--- src/sram_config.svh ---
`ifndef SRAM_CONFIG_SVH
`define SRAM_CONFIG_SVH

// width of one real or imaginary sample word
`define SFP_WIDTH 16

// long banks hold 128 words and need the full address
`define ADDR_L_WIDTH 7

// short banks hold 32 words and only see the low address bits
`define ADDR_S_WIDTH 5

// number of bank groups in the system
`define NUM_GROUPS 4

// number of data lanes, which is also the number of banks per group
`define NUM_LANES 4

// write strobe carries one bit per group plus one column bit,
// the read strobe carries one row bit per group and one column bit per lane

`endif

--- src/sram_pkg.sv ---
`include "sram_config.svh"

package sram_pkg;

    // one real or imaginary sample word
    typedef logic [`SFP_WIDTH-1:0] sfp_t;

    // group addresses always travel at long width
    // short banks just drop the upper bits
    typedef logic [`ADDR_L_WIDTH-1:0] addr_l_t;

    // write operation decoded from the one-hot write strobe
    // anything that is not one-hot falls back to WR_NONE
    typedef enum logic [2:0] {
        WR_NONE = 3'd0,
        WR_ROW0 = 3'd1,
        WR_ROW1 = 3'd2,
        WR_ROW2 = 3'd3,
        WR_ROW3 = 3'd4,
        WR_COL0 = 3'd5
    } wr_mode_e;

    // read operation decoded from the one-hot read strobe
    // column k returns bank k of every group
    typedef enum logic [3:0] {
        RD_NONE = 4'd0,
        RD_ROW0 = 4'd1,
        RD_ROW1 = 4'd2,
        RD_ROW2 = 4'd3,
        RD_ROW3 = 4'd4,
        RD_COL0 = 4'd5,
        RD_COL1 = 4'd6,
        RD_COL2 = 4'd7,
        RD_COL3 = 4'd8
    } rd_mode_e;

endpackage

--- src/sram_write_router.sv ---
`timescale 1ns/10ps
`include "sram_config.svh"

// turns the one-hot write strobe into per-bank enables and write data
// purely combinational, so a write lands on the edge the strobe is sampled
module sram_write_router import sram_pkg::*; (
    input  logic [`NUM_GROUPS:0]                     wen_i,
    input  sfp_t [`NUM_LANES-1:0]                    dr_sram_i,
    input  sfp_t [`NUM_LANES-1:0]                    di_sram_i,
    output logic [`NUM_GROUPS-1:0][`NUM_LANES-1:0]   bank_wen_o,
    output sfp_t [`NUM_GROUPS-1:0][`NUM_LANES-1:0]   bank_wdata_r_o,
    output sfp_t [`NUM_GROUPS-1:0][`NUM_LANES-1:0]   bank_wdata_i_o
);

    localparam int GRP_W = $clog2(`NUM_GROUPS);

    wr_mode_e         wr_mode;
    logic [GRP_W-1:0] row_grp;

    // anything other than exactly one strobe bit is treated as no write
    always_comb begin
        wr_mode = WR_NONE;
        row_grp = '0;
        case (wen_i)
            5'b00001: begin
                wr_mode = WR_ROW0;
                row_grp = 2'd0;
            end
            5'b00010: begin
                wr_mode = WR_ROW1;
                row_grp = 2'd1;
            end
            5'b00100: begin
                wr_mode = WR_ROW2;
                row_grp = 2'd2;
            end
            5'b01000: begin
                wr_mode = WR_ROW3;
                row_grp = 2'd3;
            end
            5'b10000: begin
                wr_mode = WR_COL0;
            end
            default: begin
                wr_mode = WR_NONE;
            end
        endcase
    end

    // banks that are not written see zero data and a low enable
    always_comb begin
        bank_wen_o     = '0;
        bank_wdata_r_o = '0;
        bank_wdata_i_o = '0;
        case (wr_mode)
            WR_ROW0, WR_ROW1, WR_ROW2, WR_ROW3: begin
                // a row write puts lane b straight into bank b of one group
                bank_wen_o[row_grp]     = '1;
                bank_wdata_r_o[row_grp] = dr_sram_i;
                bank_wdata_i_o[row_grp] = di_sram_i;
            end
            WR_COL0: begin
                // column 0 spreads the lanes over bank 0 of each group,
                // highest lane into group 0
                for (int g = 0; g < `NUM_GROUPS; g++) begin
                    bank_wen_o[g][0]     = 1'b1;
                    bank_wdata_r_o[g][0] = dr_sram_i[`NUM_LANES-1-g];
                    bank_wdata_i_o[g][0] = di_sram_i[`NUM_LANES-1-g];
                end
            end
            default: begin
                bank_wen_o = '0;
            end
        endcase
    end

endmodule

--- config.mk ---
export PLATFORM = sky130hd
export DESIGN_NAME = sram_write_router
export DESIGN_NICKNAME = d
export VERILOG_FILES = /design/src/sram_pkg.sv /design/src/sram_write_router.sv
export VERILOG_INCLUDE_DIRS = /design/src
export SDC_FILE = /design/constraint.sdc
export NUM_CORES = 1
export LEC_CHECK = 0
export ABC_AREA = 1
export ABC_CLOCK_PERIOD_IN_PS = 2300
export BUFFER_PORTS_ARGS = -buffer_cell sky130_fd_sc_hd__buf_2
export CAP_MARGIN = 20
export CORE_AREA = 4 4 254 256
export DETAILED_ROUTE_END_ITERATION = 8
export DIE_AREA = 0 0 258 260
export GPL_TIMING_DRIVEN = 0
export RECOVER_POWER = 25
export SETUP_SLACK_MARGIN = 0.5
export SYNTH_ARGS = -nofsm -noshare
export SYNTH_HDL_FRONTEND = slang
export SYNTH_SLANG_ARGS = --single-unit
--- constraint.sdc ---
create_clock -name vclk -period 2.3
set_input_delay 0.46 -clock vclk [all_inputs]
set_output_delay 0.46 -clock vclk [all_outputs]
set_load 0.03 [all_outputs]
==> results.sh <==
export IMPL_finalSetupViolations=0
export IMPL_viasPerCell=4.109
export IMPL_crit_path_start_kind="primary input"
export IMPL_hold_path_class="in -> out"
export IMPL_synth_top_cell_area_share_pct=34.58
export IMPL_p_total_uw=1976
export IMPL_die_w_um=258
export IMPL_synth_top_area_cell="nand4_1"
export IMPL_max_slew_margin_rel_pct=51.21
export IMPL_drv_slew=0
export IMPL_track_usage_pct=18.57
export IMPL_p_sw_share_pct=69.09
export IMPL_grt_max_degree=11
export IMPL_syn_area_mm2=0.004632
export IMPL_worstSetupStartpoint="wen_i[2]"
export IMPL_irDropWorstVdd_mv=0.07875
export IMPL_seq_area_frac_synth_pct=0
export IMPL_antenna_found_initial=4
export IMPL_instances_no_fill=2590
export IMPL_path_class="in -> out"
export IMPL_crit_chain="buf_16 -> nor2_4 -> buf_6 -> buf_6 -> nand3_4 -> buf_12 -> buf_12 -> inv_8 -> buf_6 -> buf_6"
export IMPL_arrival_ns=1.81
export IMPL_grt_pass1_wl_um=87890
export IMPL_io_pins=661
export IMPL_vias=10640
export IMPL_period_minus_slack_ns=2.272
export IMPL_ant_nets=0
export IMPL_worstMarginPinSlew_ns=0.7310
export IMPL_period_share_pct=98.79
export IMPL_seq_power_share_pct=0
export IMPL_crit_top_cell="buf_6"
export IMPL_seq_cells=0
export IMPL_whs_ns=1.301
export IMPL_end_kind="output pin"
export IMPL_yosysWarningCount=0
export IMPL_routed_wl_um=68490
export IMPL_gp_congestion=0.8777
export IMPL_place_inst=2523
export IMPL_layout_drive_gt1_share_pct=79.45
export IMPL_start_util_pct=7.411
export IMPL_io_buffers=659
export IMPL_routedWlPerCell_um=26.44
export IMPL_power_leakage_uw=0.007516
export IMPL_p_comb_share_pct=100.0
export IMPL_nNetsFinal=1877
export IMPL_outcome="finished, final reports clean"
export IMPL_grt_pass1_vias=10740
export IMPL_avgSynthCellArea_um2=4.550
export IMPL_fmax_ghz=0.4401
export IMPL_p_int_uw=610.6
export IMPL_clkPwrFrac_pct=0
export IMPL_drt_initial_drc_count=488
export IMPL_final_hold_viol_count=0
export IMPL_slowest_delay_ns=0.21
export IMPL_drc_errors=0
export IMPL_clock_buffers=0
export IMPL_overflow=0
export IMPL_synth_area_top_cells="nand4_1, nor2_1, nand2_1"
export IMPL_die_area_mm2=0.06708
export IMPL_synth_cell_types=15
export IMPL_syn_nets=1151
export IMPL_hpwl_um=54730
export IMPL_fill_cells=6741
export IMPL_final_cell_area_mm2=0.01626
export IMPL_p_switching_uw=1365
export IMPL_drv_cap=0
export IMPL_power_density_mw_per_mm2=121.5
export IMPL_slowest_stage="buf_12"
export IMPL_die_height_um=260
export IMPL_rsz0062_at_grt="true"
export IMPL_row_count=92
export IMPL_first_pass_iters=5
export IMPL_place_area_mm2=0.01231
export IMPL_critPathCapture="bank_wen_o[3]"
export IMPL_area_growth_pct=251.1
export IMPL_cp_max_fo=10
export IMPL_crit_required_ns=1.84
export IMPL_final_setup_tns_ns=0
export IMPL_core_region_area_mm2=0.06250
export IMPL_synthCells=1018
export IMPL_register_area_um2=0
-- power by group through the flow --
stage                     Sequential (uW)  Clock, uW  Combinational (uW)
after global routing                    0  0.0000581                2070
after detailed placement                0          0                1630
after CTS                               0          0                1860
after global placement                  0          0                1630
final                                   0  0.0000847                1980
after floorplan                         0          0                 928
-- synthesized netlist by cell type --
library cell	count
nor2_1	384
nand4_1	256
nand2_1	132
inv_1	96
clkbuf_1	55
buf_2	51
buf_1	14
buf_4	9
inv_2	7
nand3_2	4
nor2_2	3
nor2_4	3
buf_6	2
clkinv_2	1
nand3_1	1
-- critical path: cells and delay by family --
| kind | cells | cell delay [ns] |
|---|---|---|
| buffers and inverters | 8 | 0.97 |
| and+or+nand+nor | 2 | 0.34 |
-- metal layers --
metal / up-vias / GRT usage, % / share of wire (%)
met5: - / 0 / 0.050
met1: 5117 / 22.78 / 40
met4: 6 / 5.546 / 3.8
met3: 98 / 3.700 / 7.2
li1: 4850 / - / -
met2: 571 / 32.80 / 49
-- stage by stage --
stage,setup slack (ns),util (%)
2_1_floorplan,0.3747,-
3_3_place_gp,-1.267,19.70
3_5_place_dp,-1.135,19.70
4_1_cts,0.02420,23.86
5_1_grt,-0.01941,26.01
6_report,0.02777,26.02
-- worst min-delay path by stage --
stage | start | endpoint | slack (ns) | depth (start not counted)
floorplan | di_sram_i[59] | bank_wdata_i_o[11] | 1.12 | 2
global placement | di_sram_i[42] | bank_wdata_i_o[74] | 1.32 | 4
detailed placement | di_sram_i[42] | bank_wdata_i_o[74] | 1.32 | 4
CTS | dr_sram_i[36] | bank_wdata_r_o[68] | 1.32 | 4
global route | di_sram_i[57] | bank_wdata_i_o[9] | 1.33 | 4
finish | dr_sram_i[27] | bank_wdata_r_o[139] | 1.30 | 4
-- placed cells by master, fill, tap and decap left out, types with 3 or more instances in the layout --
master	count
buf_12	37
buf_16	19
buf_2	280
buf_4	157
buf_6	261
buf_8	18
clkbuf_1	3
clkbuf_16	18
clkbuf_2	18
clkbuf_4	36
clkbuf_8	6
inv_1	96
inv_2	3
nand2_2	129
nand3_4	5
nand4_1	256
nor2_2	23
nor2_4	367
-- layout make-up --
type                       count  area (um^2)  share of cell area [%]
timing repair buffer         724         6208                   38.18
tap                          846         1059                   6.509
antenna                        2        5.005                 0.03077
buffer                       131         1757                   10.80
multi-input combinational    783         6799                   41.81
inverter                     104        435.4                   2.677
-- cells by family (layout without fill, tap and decap cells) --
group,Yosys count,in the layout,synth area share [%]
buf+inv,235,959,21.50
simple gates,783,783,78.50
other cells,0,2,0
-- what timing repair did --
item / CTS / global route
buffers inserted: 42 / 8
gates cloned: 11 / 4
pin swaps: 19 / 30
hold buffers: 0 / 0
resized for setup: 570 / 446
endpoints found under the setup margin: 528 / 528
No activity file was read; power rests on OpenSTA's default activity.
